### src/source/audio_cfg.svh
// Build-time sizes of the I2S audio output path.
// Included by the packages and by any module that needs a raw size.

`ifndef AUDIO_CFG_SVH
`define AUDIO_CFG_SVH

////////////////////////////////////////////////////////////////////////////
// sample format

// bits per channel sample, shifted MSB first
`define AUDIO_SAMPLE_BITS 16

// sclk periods per channel slot
// the bits after the sample are sent as zeros
`define AUDIO_SLOT_BITS 32

////////////////////////////////////////////////////////////////////////////
// clocking

// mclk cycles per sclk period
// 12.288 MHz mclk gives a 3.072 MHz sclk
`define AUDIO_SCLK_DIV 4

////////////////////////////////////////////////////////////////////////////
// buffering

// stereo pairs held ahead of the serializer
// must be a power of two
`define AUDIO_FIFO_DEPTH 4

`endif
### src/source/i2s_frame_pkg.sv
// Types for the I2S frame timing and the serializer.
// Used by the clock generator and the serializer.

`include "audio_cfg.svh"

package i2s_frame_pkg;

    ////////////////////////////////////////////////////////////////////////
    // counters

    // sclk period within one channel slot, 0 to 31
    typedef logic [$clog2(`AUDIO_SLOT_BITS)-1:0] slot_bit_t;

    // mclk count within one sclk period
    // top bit doubles as sclk
    typedef logic [$clog2(`AUDIO_SCLK_DIV)-1:0] sclk_div_t;

    ////////////////////////////////////////////////////////////////////////
    // serializer fsm

    // idle until the first frame, then data and pad alternate
    // twice per frame
    typedef enum logic [1:0] {
        SER_IDLE,
        SER_DATA,
        SER_PAD
    } ser_state_t;

endpackage

### src/source/audio_sample_pkg.sv
// Types for audio samples as they enter the transmitter.
// Used by the sample FIFO, the serializer and the top level.

`include "audio_cfg.svh"

package audio_sample_pkg;

    // one channel sample, two's complement
    typedef logic signed [`AUDIO_SAMPLE_BITS-1:0] sample_t;

    // left in the upper half, right in the lower half
    typedef logic [2*`AUDIO_SAMPLE_BITS-1:0] stereo_pair_t;

    // fifo index plus one wrap bit
    // wrap bit differs and index equal means full
    typedef logic [$clog2(`AUDIO_FIFO_DEPTH):0] fifo_ptr_t;

endpackage

### src/source/audio_i2s_top.sv
// Stereo I2S transmitter on the master audio clock.
// Samples arrive as left/right pairs on a valid/ready stream and leave
// as sclk, lrck and dac. underrun latches on the first silent frame.

`timescale 1ns/100ps

module audio_i2s_top (
    input  logic                           audgen_mclk,
    input  logic                           reset_n,
    // sample stream in
    input  logic                           sample_valid,
    input  audio_sample_pkg::stereo_pair_t sample_data,
    output logic                           sample_ready,
    // i2s out
    output logic                           sclk,
    output logic                           lrck,
    output logic                           dac,
    // status
    output logic                           underrun
);

    ////////////////////////////////////////////////////////////////////////
    // internal wires

    logic                           sclk_fall;
    logic                           frame_start;
    logic                           pop;
    logic                           pair_avail;
    audio_sample_pkg::stereo_pair_t pair_data;

    ////////////////////////////////////////////////////////////////////////
    // sample buffer

    sample_fifo u_fifo (
        .audgen_mclk  (audgen_mclk),
        .reset_n      (reset_n),
        .sample_valid (sample_valid),
        .sample_data  (sample_data),
        .sample_ready (sample_ready),
        .pop          (pop),
        .pair_avail   (pair_avail),
        .pair_data    (pair_data)
    );

    // bit clock and word select
    i2s_clock_gen u_clk (
        .audgen_mclk (audgen_mclk),
        .reset_n     (reset_n),
        .sclk        (sclk),
        .lrck        (lrck),
        .sclk_fall   (sclk_fall),
        .frame_start (frame_start)
    );

    // data shifter
    i2s_serializer u_ser (
        .audgen_mclk (audgen_mclk),
        .reset_n     (reset_n),
        .sclk_fall   (sclk_fall),
        .frame_start (frame_start),
        .pop         (pop),
        .pair_avail  (pair_avail),
        .pair_data   (pair_data),
        .dac         (dac),
        .underrun    (underrun)
    );

endmodule

### src/source/i2s_serializer.sv
// Serial data side of the I2S transmitter.
// Loads one stereo pair per frame and shifts each sample MSB first
// on sclk falls, padding every slot with zeros.
// An empty FIFO at a frame start sends silence and sets underrun.

`timescale 1ns/100ps
`include "audio_cfg.svh"

module i2s_serializer (
    input  logic                           audgen_mclk,
    input  logic                           reset_n,
    input  logic                           sclk_fall,
    input  logic                           frame_start,
    output logic                           pop,
    input  logic                           pair_avail,
    input  audio_sample_pkg::stereo_pair_t pair_data,
    output logic                           dac,
    output logic                           underrun
);

    localparam int SW = `AUDIO_SAMPLE_BITS;

    i2s_frame_pkg::ser_state_t state;
    i2s_frame_pkg::slot_bit_t  bit_cnt;
    logic                      right_slot;
    logic                      data_last;
    logic                      slot_last;

    // payload, loaded at frame start only
    audio_sample_pkg::sample_t shift_reg;
    audio_sample_pkg::sample_t right_hold;
    audio_sample_pkg::sample_t left_in;
    audio_sample_pkg::sample_t right_in;

    // fifo head is read in the same cycle as the request
    assign pop = frame_start;

    // zeros when nothing is queued
    assign left_in  = pair_avail ? pair_data[2*SW-1:SW] : '0;
    assign right_in = pair_avail ? pair_data[SW-1:0]    : '0;

    assign data_last = (bit_cnt == i2s_frame_pkg::slot_bit_t'(SW-1));
    assign slot_last = (bit_cnt == i2s_frame_pkg::slot_bit_t'(`AUDIO_SLOT_BITS-1));

    ////////////////////////////////////////////////////////////////////////
    // payload registers

    always_ff @(posedge audgen_mclk) begin
        if (frame_start) begin
            shift_reg  <= left_in;
            right_hold <= right_in;
        end else if (sclk_fall) begin
            if (state == i2s_frame_pkg::SER_DATA) begin
                shift_reg <= {shift_reg[SW-2:0], 1'b0};
            end else if (state == i2s_frame_pkg::SER_PAD && slot_last && !right_slot) begin
                // right sample takes over for the second slot
                shift_reg <= right_hold;
            end
        end
    end

    ////////////////////////////////////////////////////////////////////////
    // fsm, bit counter and dac

    always_ff @(posedge audgen_mclk or negedge reset_n) begin
        if (!reset_n) begin
            state      <= i2s_frame_pkg::SER_IDLE;
            bit_cnt    <= '0;
            right_slot <= 1'b0;
            dac        <= 1'b0;
            underrun   <= 1'b0;
        end else if (frame_start) begin
            // left msb goes out with the lrck change
            state      <= i2s_frame_pkg::SER_DATA;
            bit_cnt    <= '0;
            right_slot <= 1'b0;
            dac        <= left_in[SW-1];
            if (!pair_avail) begin
                underrun <= 1'b1;
            end
        end else if (sclk_fall) begin
            case (state)
                i2s_frame_pkg::SER_DATA: begin
                    bit_cnt <= bit_cnt + 1'b1;
                    if (data_last) begin
                        state <= i2s_frame_pkg::SER_PAD;
                        dac   <= 1'b0;
                    end else begin
                        // next bit down
                        dac <= shift_reg[SW-2];
                    end
                end
                i2s_frame_pkg::SER_PAD: begin
                    bit_cnt <= bit_cnt + 1'b1;
                    dac     <= 1'b0;
                    if (slot_last) begin
                        if (!right_slot) begin
                            state      <= i2s_frame_pkg::SER_DATA;
                            right_slot <= 1'b1;
                            dac        <= right_hold[SW-1];
                        end else begin
                            // normally preempted by frame_start
                            state <= i2s_frame_pkg::SER_IDLE;
                        end
                    end
                end
                default: begin
                    // waiting for the first frame
                    dac <= 1'b0;
                end
            endcase
        end
    end

endmodule

### src/source/i2s_clock_gen.sv
// Bit clock and word select timing for the I2S transmitter.
// Divides mclk by four into sclk, counts 32 sclk periods per slot and
// toggles lrck. Strobes tell the serializer when sclk falls and when
// a new frame begins.

`timescale 1ns/100ps
`include "audio_cfg.svh"

module i2s_clock_gen (
    input  logic audgen_mclk,
    input  logic reset_n,
    output logic sclk,
    output logic lrck,
    output logic sclk_fall,
    output logic frame_start
);

    ////////////////////////////////////////////////////////////////////////
    // sclk divider

    i2s_frame_pkg::sclk_div_t div_cnt;

    // sclk high for the upper half of the count
    assign sclk = div_cnt[$bits(i2s_frame_pkg::sclk_div_t)-1];

    // last mclk of an sclk period, sclk drops at the next edge
    assign sclk_fall = (div_cnt == i2s_frame_pkg::sclk_div_t'(`AUDIO_SCLK_DIV-1));

    always_ff @(posedge audgen_mclk or negedge reset_n) begin
        if (!reset_n) begin
            div_cnt <= '0;
        end else begin
            div_cnt <= div_cnt + 1'b1;
        end
    end

    ////////////////////////////////////////////////////////////////////////
    // slot bit counter and lrck

    i2s_frame_pkg::slot_bit_t bit_cnt;
    logic                     running;
    logic                     slot_last;

    assign slot_last = (bit_cnt == i2s_frame_pkg::slot_bit_t'(`AUDIO_SLOT_BITS-1));

    // first fall after reset opens the left slot without a toggle
    // after that a frame starts where the right slot wraps
    assign frame_start = sclk_fall & (~running | (slot_last & lrck));

    always_ff @(posedge audgen_mclk or negedge reset_n) begin
        if (!reset_n) begin
            running <= 1'b0;
            bit_cnt <= '0;
            lrck    <= 1'b0;
        end else if (sclk_fall) begin
            if (!running) begin
                // lrck already low for left
                running <= 1'b1;
                bit_cnt <= '0;
            end else begin
                // wraps to bit 0 of the next slot
                bit_cnt <= bit_cnt + 1'b1;
                if (slot_last) begin
                    lrck <= ~lrck;
                end
            end
        end
    end

endmodule

### src/source/sample_fifo.sv
// Small FIFO of stereo pairs in front of the serializer.
// Filled through a valid/ready stream, drained one pair per frame by pop.
// Head pair is visible combinationally as pair_data while pair_avail is high.

`timescale 1ns/100ps
`include "audio_cfg.svh"

module sample_fifo (
    input  logic                         audgen_mclk,
    input  logic                         reset_n,
    // input stream
    input  logic                         sample_valid,
    input  audio_sample_pkg::stereo_pair_t sample_data,
    output logic                         sample_ready,
    // serializer side
    input  logic                         pop,
    output logic                         pair_avail,
    output audio_sample_pkg::stereo_pair_t pair_data
);

    localparam int ADDR_BITS = $clog2(`AUDIO_FIFO_DEPTH);

    ////////////////////////////////////////////////////////////////////////
    // storage and pointers

    audio_sample_pkg::stereo_pair_t mem [`AUDIO_FIFO_DEPTH];

    audio_sample_pkg::fifo_ptr_t wr_ptr;
    audio_sample_pkg::fifo_ptr_t rd_ptr;

    logic full;
    logic empty;
    logic push_en;
    logic pop_en;

    // same index, wrap bits apart means a full lap ahead
    assign full  = (wr_ptr[ADDR_BITS] != rd_ptr[ADDR_BITS]) &&
                   (wr_ptr[ADDR_BITS-1:0] == rd_ptr[ADDR_BITS-1:0]);
    assign empty = (wr_ptr == rd_ptr);

    // back-pressure only when full, independent of pop
    assign sample_ready = ~full;

    // transfer on valid and ready
    assign push_en = sample_valid & sample_ready;

    // pop on empty is ignored, serializer sees pair_avail low
    assign pop_en = pop & ~empty;

    ////////////////////////////////////////////////////////////////////////
    // head of queue

    assign pair_avail = ~empty;
    assign pair_data  = mem[rd_ptr[ADDR_BITS-1:0]];

    ////////////////////////////////////////////////////////////////////////
    // write side

    // pair lands at the transfer edge
    // a pop at that same edge still sees the old head
    always_ff @(posedge audgen_mclk) begin
        if (push_en) begin
            mem[wr_ptr[ADDR_BITS-1:0]] <= sample_data;
        end
    end

    always_ff @(posedge audgen_mclk or negedge reset_n) begin
        if (!reset_n) begin
            wr_ptr <= '0;
        end else if (push_en) begin
            wr_ptr <= wr_ptr + 1'b1;
        end
    end

    ////////////////////////////////////////////////////////////////////////
    // read side

    always_ff @(posedge audgen_mclk or negedge reset_n) begin
        if (!reset_n) begin
            rd_ptr <= '0;
        end else if (pop_en) begin
            rd_ptr <= rd_ptr + 1'b1;
        end
    end

endmodule

### config.mk
export PLATFORM = sky130hd
export DESIGN_NAME = audio_i2s_top
export DESIGN_NICKNAME = d
export VERILOG_FILES = /design/src/source/i2s_frame_pkg.sv /design/src/source/audio_sample_pkg.sv /design/src/source/audio_i2s_top.sv /design/src/source/i2s_serializer.sv /design/src/source/i2s_clock_gen.sv /design/src/source/sample_fifo.sv
export VERILOG_INCLUDE_DIRS = /design/src /design/src/source
export SDC_FILE = /design/constraint.sdc
export NUM_CORES = 1
export LEC_CHECK = 0
export BUFFER_PORTS_ARGS = -buffer_cell sky130_fd_sc_hd__buf_2
export CAP_MARGIN = 20
export CORE_UTILIZATION = 35
export DETAILED_ROUTE_END_ITERATION = 8
export HOLD_SLACK_MARGIN = 0.12
export SETUP_SLACK_MARGIN = 0.3
export SLEW_MARGIN = 15
export SYNTH_ARGS = -nofsm -noshare
export SYNTH_HDL_FRONTEND = slang
export SYNTH_SLANG_ARGS = --single-unit
### constraint.sdc
create_clock -name audgen_mclk -period 3 [get_ports audgen_mclk]
set_input_delay 0.3 -clock audgen_mclk [delete_from_list [all_inputs] [get_ports audgen_mclk]]
set_output_delay 0.3 -clock audgen_mclk [all_outputs]
set_load 0.05 [all_outputs]
-- Word level (Yosys, flattened, before mapping)
Memory sizes are Yosys's and may differ from the RTL's.
Index checks and enable logic that the tools add are counted.
- flip-flop bits (word level): 56
- RAM bits: 128
- output and inout bits: 5
- word-level logic and storage cells: 83
- memories kept: 1
- $add $sub $neg: 5
- equality and inequality tests: 11
- muxes and demuxes: 27
- bitwise gates (word level): 9
- reduce and logical (&&, ||, !) cells: 17
- memory list (memory ; depth ; bits a word ; read ports ; clocked after Yosys merged registers in ; write ports ; RTL line ; text):
    u_fifo.mem ; 4 ; 32 ; 1 ; 0 ; 1 ; sample_fifo.sv:26 ; audio_sample_pkg::stereo_pair_t mem [`AUDIO_FIFO_DEPTH];
- operators by type and width (cell ; count):
    15-bit 2-to-1 mux ; 4
    5-bit 2-to-1 mux ; 4
    16-bit 2-to-1 mux ; 1
    1-bit 2-to-1 mux ; 12
    5-bit by 1-bit adder with 5-bit output (second input constant) ; 2
    5-bit equality test (second input constant) ; 2
    2-bit 2-to-1 mux ; 4
    2-bit nonzero test ; 4
    3-bit by 1-bit adder with 3-bit output (second input constant) ; 2
    3-bit by 2-bit inequality test with 1-bit output (second input constant) ; 2
    2-bit AND reduction ; 3
    3-bit AND reduction ; 2
    3-bit nonzero test ; 2
    5-bit by 4-bit equality test with 1-bit output (second input constant) ; 1
    1-bit bitwise AND ; 4
    2-bit equality test (second input constant) ; 2
    1-bit NOT ; 4
    2-bit one-hot mux with 2 select lines ; 1
    4-bit AND reduction ; 1
    3-bit equality test ; 1
    1-bit logical AND ; 3
    2-bit by 1-bit adder with 2-bit output (second input constant) ; 1
    2-bit by 1-bit equality test with 1-bit output (second input constant) ; 1
    2-bit equality test ; 1
    5 further kinds ; 5

-- Longest topological paths before layout
Gate-level depths: netlist of the first run.
- depth after elaboration: 7
- mapped depth: 10
- depth with buffers taken out: 8

-- Modules after synthesis
A second synthesis of the first run with hierarchy kept.
- cells, all modules: 405
- area total of the unflattened synthesis: 7438.4 um^2
- by module, submodules not included (module ; instances ; cells an instance ; area each (um^2)):
    sample_fifo ; 1 ; 215 ; 5103.6
    i2s_serializer ; 1 ; 156 ; 1933.1
    i2s_clock_gen ; 1 ; 34 ; 401.6

-- Worst setup path after synthesis of the first run
No wires, ideal clock.
- path type: flip-flop to flip-flop
- start: register u_fifo.rd_ptr[1]
- end: memory u_fifo.mem[3][0] (netlist name), enable pin
- setup time: 394 ps
- data arrival time: 2093 ps
- data required time: 2606 ps
- path slack: 513 ps
- cell stages (with the launch flop): 5
- buffers on the path: 1
- clock period less this slack: 2487 ps
- path through: dfrtp_1 buf_2 xnor2_1 nand3_1 and3_1
- longest elaborated chain between the ends: 6
- RTL lines (element ; RTL line ; text):
    start, declared ; sample_fifo.sv:29 ; audio_sample_pkg::fifo_ptr_t rd_ptr;
    start signal, assigned ; sample_fifo.sv:82 ; rd_ptr <= rd_ptr + 1'b1;
    2-bit equality test ; sample_fifo.sv:38 ; (wr_ptr[ADDR_BITS-1:0] == rd_ptr[ADDR_BITS-1:0]);
    1-bit logical AND ; sample_fifo.sv:37 ; assign full = (wr_ptr[ADDR_BITS] != rd_ptr[ADDR_BITS]) &&
    1-bit NOT ; sample_fifo.sv:42 ; assign sample_ready = ~full;
    named net sample_ready ; audio_i2s_top.sv:13 ; output logic sample_ready,
    1-bit bitwise AND ; sample_fifo.sv:45 ; assign push_en = sample_valid & sample_ready;
    1-bit 2-to-1 mux ; sample_fifo.sv:62 ; if (push_en) begin
    1-bit 2-to-1 mux (not written as such) ; sample_fifo.sv:63 ; mem[wr_ptr[ADDR_BITS-1:0]] <= sample_data;
    end, declared ; sample_fifo.sv:26 ;
The timed path passes the listed nets, and every way through them passes these cells.

-- Worst setup path after layout of the first run
- start: register u_clk.bit_cnt[0]
- end: register u_ser.state[0]
- longest elaborated chain between the ends: 6
- elaborated cells on any way between the ends: 10
- RTL lines (element ; RTL line ; text):
    start, declared ; i2s_clock_gen.sv:40 ; i2s_frame_pkg::slot_bit_t bit_cnt;
    start signal, assigned ; i2s_clock_gen.sv:62 ; bit_cnt <= bit_cnt + 1'b1;
    5-bit equality test * ; i2s_clock_gen.sv:44 ; assign slot_last = (bit_cnt == i2s_frame_pkg::slot_bit_t'(`AUDIO_SLOT_BITS-1));
    1-bit bitwise AND * ; i2s_clock_gen.sv:48 ; assign frame_start = sclk_fall & (~running | (slot_last & lrck));
    1-bit OR * ; i2s_clock_gen.sv:48 ;
    1-bit bitwise AND * ; i2s_clock_gen.sv:48 ;
    3-bit by 2-bit inequality test with 1-bit output (no line), or another cell as far along ; - ;
    4-bit AND reduction (no line) ; - ;
    end signal, assigned ; i2s_serializer.sv:86 ; state <= i2s_frame_pkg::SER_PAD;
    end signal, assigned ; i2s_serializer.sv:98 ; state <= i2s_frame_pkg::SER_DATA;
    end signal, assigned ; i2s_serializer.sv:103 ; state <= i2s_frame_pkg::SER_IDLE;
    end, declared ; i2s_serializer.sv:23 ; i2s_frame_pkg::ser_state_t state;
Every way passes the cells marked *; elsewhere a longest branch is shown, timed or not.
A chain may end at the register's enable or synchronous reset.

==> summary.txt, run 1 <==
Status
  – Status: finished, final reports clean

Die
  – DIE WIDTH: 146 um
  – # IOs: 40
  – Die area: 21400 sq um
  – Core Region: 20400 sq um
  – Site Rows: 52
  – Die height: 146 um
  – Initial Util: 35.8%

Critical path
  – Most frequent CP cell: ha_1
  – Crit-path leading delay family: compound AO/OA/AOI/OAI gates
  – Worst path cell trace: ha_1 > and3_1 > ha_1 > a21bo_2 > nand2_2 > inv_2 > buf_4 > o21ai_2 > mux2_1
  – Crit path max fanout: 32
  – Worst Path Required: 3.31 ns
  – Crit path kind: register to register
  – Startpoint type of the worst setup path: register
  – CP endpoint kind: register
  – Buffer and inverter count on the worst path: 2
  – Slowest library cell on the worst path: dfrtp_1
  – CP arrival: 2.65 ns
  – Max incr delay on CP: 0.40 ns
  – FF-to-FF setup slack: 0.66 ns

Synth
  – Number of distinct library cells after synthesis: 38
  – Cell Area, Synth: 7300 sq um
  – Post-Syn Nets: 444
  – Yosys top cell area share: 65.4%
  – Synth warnings: 0
  – Post-synthesis instance total: 396
  – Avg Cell Area, Syn: 18.4 sq um
  – Ranking of synthesized cells by area: edfxtp_1, mux4_2, dfrtp_1, ha_1, mux2i_1
  – Sequential area share after synthesis: 74.0%
  – Post-synth top area cell: edfxtp_1
  – Number of synthesized register bits: 184

Global routing
  – Initial antenna violation count: 0
  – Total track usage: 13.1%
  – Number of global-route vias before repair: 3770
  – Pin count of the biggest net entering global routing: 36
  – First-pass GRT wire length: 20700 um
  – Grt total ovfl: 0

Clocking
  – Clock Latency Late Sink: 0.43 ns
  – CTS tree: yes
  – # clock sinks: 184
  – Num CTS Buffers: 17
  – CTS Buffer Depth: 2
  – Clock transition at the registers of the reported paths: 0.06 ns
  – H-tree Lvls: 4
  – Post-CTS Setup Inserts: 0
  – CTS Root Buffer Type: clkbuf_16

Run
  – MaxCap Viol Count: 0

Final layout
  – Final #Nets: 528
  – Area Growth Syn to Fin: 19.4%
  – Finished Cell Area: 8710 sq um
  – Most common cell after layout, fill and taps aside: edfxtp_1
  – Max FFs per register: 128
  – Fillers: 1776
  – Commonest cells after routing, fill and taps aside: edfxtp_1, buf_2, dlygate4sd3_1, mux4_2
  – Share of cells above drive strength 1: 24.2%
  – Number of diodes: 0

Placed design
  – Port buffer count: 39
  – Routability cong.: 0.744
  – DP Wirelength: 7680 um
  – Worst slack at placement: 0.661 ns
  – Area of placed instances: 7840 sq um

STA
  – Setup Viol. Count Final: 0
  – Fin crit share: 78.0%
  – Worst-case clock skew: 0.00470 ns
  – Slew HR: 54.9%
  – Fin Setup TNS: 0 ns
  – Worst-Margin Slew: 0.676 ns
  – Final max-slew violation count: 0
  – Final hold violation count: 0
  – Final worst slack: 0.660 ns
  – Fin Hold WS: 0.194 ns
  – Fmax: 427 MHz
  – Unrepaired setup endpoints after global routing: no
  – Period minus WS final: 2.34 ns

Detailed routing
  – Initial drt markers: 257
  – WL/cell: 16.9 um
  – Drt pass-1 iters: 4
  – Via/cell ratio: 4.73
  – ANT nets after route: 0
  – DRC Markers: 0
  – Final WL: 12800 um
  – Routed via count: 3608

Pwr
  – Power Density: 719 nW/um^2
  – VDD IR max: 0.000401 V
  – Gate power share: 14.0%
  – Switching power: 0.00154 W
  – Pleak: 3.15 nW
  – Power share of the clock group: 32.9%
  – Int Pwr: 0.00472 W
  – Switching share of power: 24.6%
  – Sequential share of power: 53.1%

Hold path
  – Min-Delay Path Class: primary input to register
## power by group through the flow
stage	Sequential (W)	Combinational (W)	Clock, W
2_1_floorplan	0.00335	0.000568	0
3_3_place_gp	0.00337	0.000856	0
3_5_place_dp	0.00339	0.000874	0
4_1_cts	0.00333	0.000910	0.00212
5_1_grt	0.00336	0.000962	0.00222
6_report	0.00333	0.000875	0.00206
## worst min-delay path, stage by stage
cell	delay, ns
buf_2	0.12
nand2_1	0.09
xnor2_1	0.07
## per-stage QoR
step,total power [W],util [%],instances
floorplan,0.00392,-,396
global placement,0.00422,38.5,698
detailed placement,0.00426,38.5,698
CTS,0.00636,42.8,762
global route,0.00654,42.8,762
finish,0.00626,42.8,762
## cells in the mapped netlist
cell type and n:
edfxtp_1 159, mux4_2 32, dfrtp_1 25, o21ai_0 24
nand3_1 21, and2_1 17, mux2i_1 15, ha_1 13
inv_1 13, clkbuf_1 9, nand2_1 9, buf_2 8
and3_1 6, xnor2_1 6, nor2_1 5, nand3b_1 4
xor2_1 4, a21oi_1 2, a31oi_1 2, a32o_1 2
mux2_2 2, nor2b_1 2, a21bo_2 1, a221oi_1 1
a22oi_1 1, buf_4 1, buf_6 1, inv_2 1
mux2_1 1, nand2_2 1, nand2b_1 1, nand4_1 1
nand4b_1 1, nor3b_1 1, o21ai_2 1, o21bai_1 1
o31a_1 1, or2_2 1
## logic make-up after synthesis
kind of cell	Yosys count	synth area share, %
adders and majority gates	13	2.23
DFF	184	74.0
AOI/OAI and AO/OA	36	2.93
buffers and inverters	33	1.99
xor gates and xnor gates	10	1.20
and+or+nand+nor	70	5.28
muxes	50	12.4
## path summary, 6_finish.rpt
path	startpoint	to	depth (start not counted)
max	u_clk.bit_cnt[0]	u_ser.state[0]	9
min	sample_valid	u_fifo.wr_ptr[0]	3
max reg2reg	u_clk.bit_cnt[0]	u_ser.state[0]	9
min reg2reg	u_clk.div_cnt[0]	u_clk.div_cnt[0]	1
max in group asynchronous	reset_n	u_fifo.rd_ptr[0]	2
min in group asynchronous	reset_n	u_clk.lrck	2
## metal layers
metal | vias up | part of all wire, % | global-route usage (%)
li1 | 1704 | - | -
met1 | 1832 | 46 | 16.8
met2 | 56 | 49 | 21.0
met3 | 16 | 3.2 | 3.84
met4 | 0 | 1.7 | 5.31
met5 | - | 0 | 0
## what timing repair did
item,in CTS,in global routing
hold buffers,33,0
resized for setup,0,0
endpoints found under the setup margin,0,0
endpoints found under the hold margin,153,0
## layout make-up
type                            instances  area [sq um]  area share [%]
Sequential cell                       184          5400            62.0
Clock inverter                         11           101            1.16
Inverter                               14          52.6           0.603
Clock buffer                           20           437            5.01
Multi-Input combinational cell        179          1750            20.1
Timing Repair Buffer                   84           628            7.21
Tap cell                              270           338            3.88
No activity file was read; power rests on OpenSTA's default activity.
==> run 2: changes to the inputs <==
==> constraint.sdc (replaced) <==
create_clock -name audgen_mclk -period 2.1 [get_ports audgen_mclk]
set_input_delay 0.21 -clock audgen_mclk [delete_from_list [all_inputs] [get_ports audgen_mclk]]
set_output_delay 0.21 -clock audgen_mclk [all_outputs]
set_load 0.05 [all_outputs]
==> summary.txt, run 2 (synthesized netlist as in run 1, its figures left out) <==
Pwr
  – Int Pwr: 0.00680 W
  – VDD IR max: 0.000538 V
  – Switching power: 0.00236 W
  – Power Density: 1000 nW/um^2
  – Power share of the clock group: 31.9%
  – Switching share of power: 25.8%
  – Sequential share of power: 51.8%
  – Pleak: 3.31 nW
  – Gate power share: 16.3%

Final layout
  – Fillers: 1745
  – Final #Nets: 548
  – Max FFs per register: 128
  – Most common cell after layout, fill and taps aside: edfxtp_1
  – Number of diodes: 0
  – Share of cells above drive strength 1: 31.6%
  – Area Growth Syn to Fin: 25.2%
  – Commonest cells after routing, fill and taps aside: edfxtp_1, buf_2, dlygate4sd3_1, mux4_2, dfrtp_1
  – Final core occ: 44.9%

Critical path
  – Max incr delay on CP: 0.38 ns
  – Crit path kind: register to register
  – Slowest library cell on the worst path: dfrtp_1
  – Buffer and inverter count on the worst path: 2
  – Critical R2R Capture: u_fifo.rd_ptr[1]
  – CP arrival: 2.19 ns
  – R2R depth: 9
  – Startpoint type of the worst setup path: register
  – Most frequent CP cell: nand2_4
  – FF-to-FF setup slack: 0.23 ns
  – Worst path cell trace: ha_2 > and3_4 > ha_4 > a21bo_4 > nand2_4 > inv_8 > buf_6 > nand2_4 > mux2_4
  – Worst Path Required: 2.41 ns
  – Crit-path leading delay family: flip-flops
  – CP endpoint kind: register
  – Reg2reg start: u_clk.bit_cnt[1]
  – Crit path max fanout: 6

Clocking
  – CTS tree: yes
  – CTS Buffer Depth: 2
  – Num CTS Buffers: 17
  – Clock transition at the registers of the reported paths: 0.07 ns
  – H-tree Lvls: 4
  – # clock sinks: 184
  – Clock Latency Late Sink: 0.43 ns
  – CTS Root Buffer Type: clkbuf_16

Detailed routing
  – Routed via count: 3781
  – Via/cell ratio: 4.83
  – Initial drt markers: 298
  – WL/cell: 17.2 um
  – ANT nets after route: 0
  – Drt pass-1 iters: 4
  – Final WL: 13400 um
  – DRC Markers: 0

Global routing
  – First-pass GRT wire length: 21800 um
  – Total track usage: 13.6%
  – Initial antenna violation count: 0
  – Grt total ovfl: 0
  – Pin count of the biggest net entering global routing: 34
  – Number of global-route vias before repair: 4032

STA
  – Period minus WS final: 1.87 ns
  – Fin Hold WS: 0.312 ns
  – Final hold violation count: 0
  – Worst-case clock skew: 0.0110 ns
  – Fmax: 533 MHz
  – Final max-slew violation count: 0
  – Worst-Margin Slew: 0.576 ns
  – Fin Setup TNS: 0 ns
  – Unrepaired setup endpoints after global routing: yes
  – Setup Viol. Count Final: 0
  – Fin crit share: 89.3%
  – Slew HR: 61.6%

Placed design
  – DP Wirelength: 8380 um
  – Routability cong.: 0.786
  – Port buffer count: 39

Die
  – # IOs: 40
  – DIE WIDTH: 146 um
  – Initial Util: 35.8%
  – Core Region: 20400 sq um
  – Die height: 146 um
  – Die area: 21400 sq um
  – Site Rows: 52

Run
  – MaxCap Viol Count: 0

Hold path
  – Min-Delay Path Class: primary input to asynchronous set/reset pin

Status
  – Status: finished, final reports clean
==> run 2: cell type report <==
type                    instances  area (sq um)  share of cell area (%)
flip-flops and latches        184          5400                    59.1
multi-input cells             180          1930                    21.1
repair buffers                103           866                    9.47
clock buffers                  17           425                    4.65
well taps                     270           338                    3.70
clock inverters                15           115                    1.26
inverters                      14          60.1                   0.657
==> run 2: power by group through the flow <==
stage / Clock [W] / Sequential (W) / Combinational (W)
after global routing: 0.00314 / 0.00480 / 0.00162
after floorplan: 0 / 0.00478 / 0.000864
after global placement: 0 / 0.00480 / 0.00137
final: 0.00293 / 0.00475 / 0.00149
after detailed placement: 0 / 0.00482 / 0.00139
after CTS: 0.00300 / 0.00475 / 0.00148
==> run 2: worst max path at each step <==
stage                                 from                 end  slack (ns)  cells after the start
after floorplan           u_clk.bit_cnt[0]  u_ser.shift_reg[0]        0.14                      8
after global placement    u_clk.bit_cnt[0]  u_ser.shift_reg[6]        0.16                      7
after detailed placement  u_clk.bit_cnt[0]  u_ser.shift_reg[5]        0.10                      9
after CTS                 u_clk.bit_cnt[0]  u_ser.shift_reg[6]        0.18                      7
after global routing      u_clk.bit_cnt[0]    u_fifo.rd_ptr[1]        0.17                      9
final                     u_clk.bit_cnt[1]    u_fifo.rd_ptr[1]        0.23                      9
==> run 2: per-stage QoR <==
step | setup slack, ns | cells | cell area, sq um | total power, W
floorplan | 0.138 | 396 | 7380 | 0.00564
global placement | 0.159 | 701 | 8000 | 0.00616
detailed placement | 0.101 | 701 | 8000 | 0.00621
CTS | 0.184 | 777 | 9020 | 0.00922
global route | 0.168 | 783 | 9140 | 0.00955
finish | 0.225 | 783 | 9140 | 0.00917
==> run 2: per-layer routing <==
metal | GRT usage (%) | up-vias | wire (um)
met5 | 0 | - | 0
met4 | 5.68 | 0 | 270
met3 | 3.03 | 19 | 333
met2 | 22.4 | 62 | 6770
met1 | 17.5 | 1948 | 6060
li1 | - | 1752 | -
==> run 2: worst reg2reg max path, delay by kind of cell (launching register included) <==
| family | cells | cell delay [ns] |
|---|---|---|
| mux | 1 | 0.29 |
| simple gates | 3 | 0.34 |
| flops | 1 | 0.38 |
| buf+inv | 2 | 0.19 |
| fa+ha+maj | 2 | 0.35 |
| compound gates | 1 | 0.21 |
==> run 2: what timing repair did <==
item | in CTS | in global routing
setup endpoints to repair | 50 | 43
hold buffers | 34 | 0
gates resized for setup | 17 | 19
cloned | 1 | 0
hold endpoints to repair | 154 | 0
buffers inserted | 9 | 6
pin swaps | 4 | 2
==> run 3: changes to the inputs <==
--- a/config.mk
+++ b/config.mk
@@ -7,7 +7,7 @@
 export NUM_CORES = 1
 export LEC_CHECK = 0
 export BUFFER_PORTS_ARGS = -buffer_cell sky130_fd_sc_hd__buf_2
-export CAP_MARGIN = 20
+export CORE_ASPECT_RATIO = 0.6
 export CORE_UTILIZATION = 35
 export DETAILED_ROUTE_END_ITERATION = 8
 export HOLD_SLACK_MARGIN = 0.12
@@ -15,4 +15,5 @@
 export SLEW_MARGIN = 15
 export SYNTH_ARGS = -nofsm -noshare
 export SYNTH_HDL_FRONTEND = slang
+export SYNTH_HIERARCHICAL = 1
 export SYNTH_SLANG_ARGS = --single-unit
==> summary.txt, run 3 <==
Critical path
  – Critical R2R Capture: u_fifo/mem[0][0]
  – Crit path max fanout: 6
  – CP startpoint: u_fifo/rd_ptr[0]
  – CP endpoint kind: output port
  – Reg2reg start: u_fifo/rd_ptr[1]
  – Worst Path Required: 1.89 ns
  – FF-to-FF setup slack: 0.19 ns
  – Startpoint type of the worst setup path: register
  – R2R depth: 3
  – Crit path kind: register to output port
  – CP arrival: 1.75 ns

Pwr
  – Switching power: 0.00278 W
  – Gate power share: 20.5%
  – VDD IR max: 0.000691 V
  – Power Density: 1030 nW/um^2
  – Int Pwr: 0.00742 W
  – Power share of the clock group: 33.8%
  – Pleak: 3.65 nW
  – Switching share of power: 27.3%
  – Sequential share of power: 45.7%

Clocking
  – CTS Buffer Depth: 2
  – Num CTS Buffers: 17
  – CTS tree: yes
  – H-tree Lvls: 4
  – Clock Latency Late Sink: 0.44 ns
  – # clock sinks: 184
  – Clock transition at the registers of the reported paths: 0.07 ns
  – CTS Root Buffer Type: clkbuf_16

Synth
  – Sequential area share after synthesis: 72.6%
  – Ranking of synthesized cells by area: edfxtp_1, mux4_2, dfrtp_1, mux2i_1, ha_1
  – Synth warnings: 6
  – Number of synthesized register bits: 184
  – Synth cell count leaders: edfxtp_1, mux4_2, dfrtp_1
  – Post-Syn Nets: 453
  – Cell with the most instances after synthesis: edfxtp_1
  – Post-synth EDFFs: 159
  – Avg Cell Area, Syn: 18.4 sq um
  – Number of distinct library cells after synthesis: 48
  – Leading register cell type out of synthesis: edfxtp_1
  – Cell Area, Synth: 7440 sq um
  – Yosys top cell area share: 64.2%
  – Post-synth top area cell: edfxtp_1
  – Async S/R FF share, synth: 13.6%
  – Post-synthesis instance total: 405

Final layout
  – Max FFs per register: 128
  – Share of cells above drive strength 1: 41.3%
  – Finished Cell Area: 9940 sq um
  – Commonest cells after routing, fill and taps aside: edfxtp_1, buf_2, dlygate4sd3_1, mux4_2, dfrtp_1
  – Area Growth Syn to Fin: 33.6%
  – Most common cell after layout, fill and taps aside: edfxtp_1
  – Footprint of the multi-input gates: 2170 sq um
  – Number of diodes: 0
  – Final #Nets: 580
  – Fillers: 1713
  – Register area: 5400 sq um

Global routing
  – Pin count of the biggest net entering global routing: 37
  – Grt total ovfl: 0
  – Grt met3 use: 4.46%
  – Initial antenna violation count: 0
  – Number of global-route vias before repair: 4255
  – Grt met1 use: 23.0%
  – Top Usage Layer GRT: met2
  – M2 GR Usage: 23.7%
  – First-pass GRT wire length: 24900 um
  – Total track usage: 15.9%

STA
  – Fmax: 511 MHz
  – Setup Viol. Count Final: 0
  – Worst-Margin Slew: 0.593 ns
  – Fin Hold WS: 0.308 ns
  – Slew HR: 60.5%
  – Period minus WS final: 1.96 ns
  – Final hold violation count: 0
  – Worst-case clock skew: 0.00840 ns
  – Fin Setup TNS: 0 ns
  – Fin crit share: 93.2%
  – Final max-slew violation count: 0
  – Unrepaired setup endpoints after global routing: yes

Placed design
  – Routability cong.: 0.771
  – Port buffer count: 39
  – DP Wirelength: 8740 um
  – Area of placed instances: 8150 sq um

Detailed routing
  – Routed via count: 4044
  – Final WL: 16400 um
  – Drt pass-1 iters: 4
  – ANT nets after route: 0
  – WL/cell: 20.0 um
  – DRC Markers: 0
  – Via/cell ratio: 4.94
  – Initial drt markers: 230

Hold path
  – Min-Delay Path Class: primary input to asynchronous set/reset pin

Status
  – Status: finished, final reports clean

Die
  – Core Region: 20400 sq um
  – Die height: 115 um
  – DIE WIDTH: 190 um
  – Initial Util: 36.4%
  – # IOs: 40
  – Site Rows: 40
  – Die area: 21900 sq um

Run
  – MaxCap Viol Count: 0
-- run 3: worst max-delay path by stage --
stage	endpoint
6_report	sample_ready
5_1_grt	sample_ready
4_1_cts	sample_ready
3_5_place_dp	u_ser/shift_reg[5]
3_3_place_gp	u_ser/shift_reg[6]
2_1_floorplan	u_ser/shift_reg[0]
-- run 3: logic make-up (layout without fill, tap and decap cells) --
group / Yosys count / after routing / share of synthesized area, %
flops: 184 / 184 / 72.6
fa+ha+maj: 13 / 13 / 2.19
mux: 53 / 53 / 12.5
compound gates: 40 / 40 / 3.48
simple gates: 73 / 74 / 5.37
xor+xnor: 11 / 11 / 1.65
buf+inv: 31 / 170 / 2.17
-- run 3: metrics by stage --
step	util (%)	setup WS, ns	cells	total power, W
6_report	48.7	0.143	818	0.0102
3_5_place_dp	39.9	0.0791	716	0.00638
4_1_cts	47.5	0.102	809	0.0101
2_1_floorplan	-	-0.0477	405	0.00571
3_3_place_gp	39.9	0.126	716	0.00631
5_1_grt	48.7	0.0912	818	0.0106
-- run 3: power groups by stage --
stage	Sequential, W	Clock [W]	Combinational, W
after global routing	0.00471	0.00365	0.00224
after global placement	0.00473	0	0.00159
final	0.00467	0.00345	0.00209
after detailed placement	0.00475	0	0.00162
after CTS	0.00467	0.00350	0.00195
after floorplan	0.00474	0	0.000975
-- run 3: per-layer routing --
metal,vias up,part of all wire (%)
met5,-,0.39
met4,2,1.2
met3,18,5.9
met2,100,45
met1,2079,47
li1,1845,-
-- run 3: cell type report --
class | instances | area share [%]
flip-flops and latches | 184 | 54.4
multi-input cells | 191 | 21.9
repair buffers | 124 | 13.3
clock buffers | 17 | 4.28
well taps | 273 | 3.44
clock inverters | 15 | 2.18
inverters | 14 | 0.529
-- run 3: repair_timing --
item / 4_1_cts / 5_1_grt
hold buffers: 34 / 0
setup endpoints to repair: 139 / 167
resized for setup: 58 / 37
buffers inserted: 17 / 6
gates cloned: 10 / 3
hold endpoints to repair: 154 / 0
pin swaps: 14 / 9
-- run 3: critical path, cell delays in order, from the launching register on --
cell and delay (ns):
dfrtp_2 0.45, xor2_4 0.19, buf_6 0.14, or3_4 0.36, buf_8 0.17
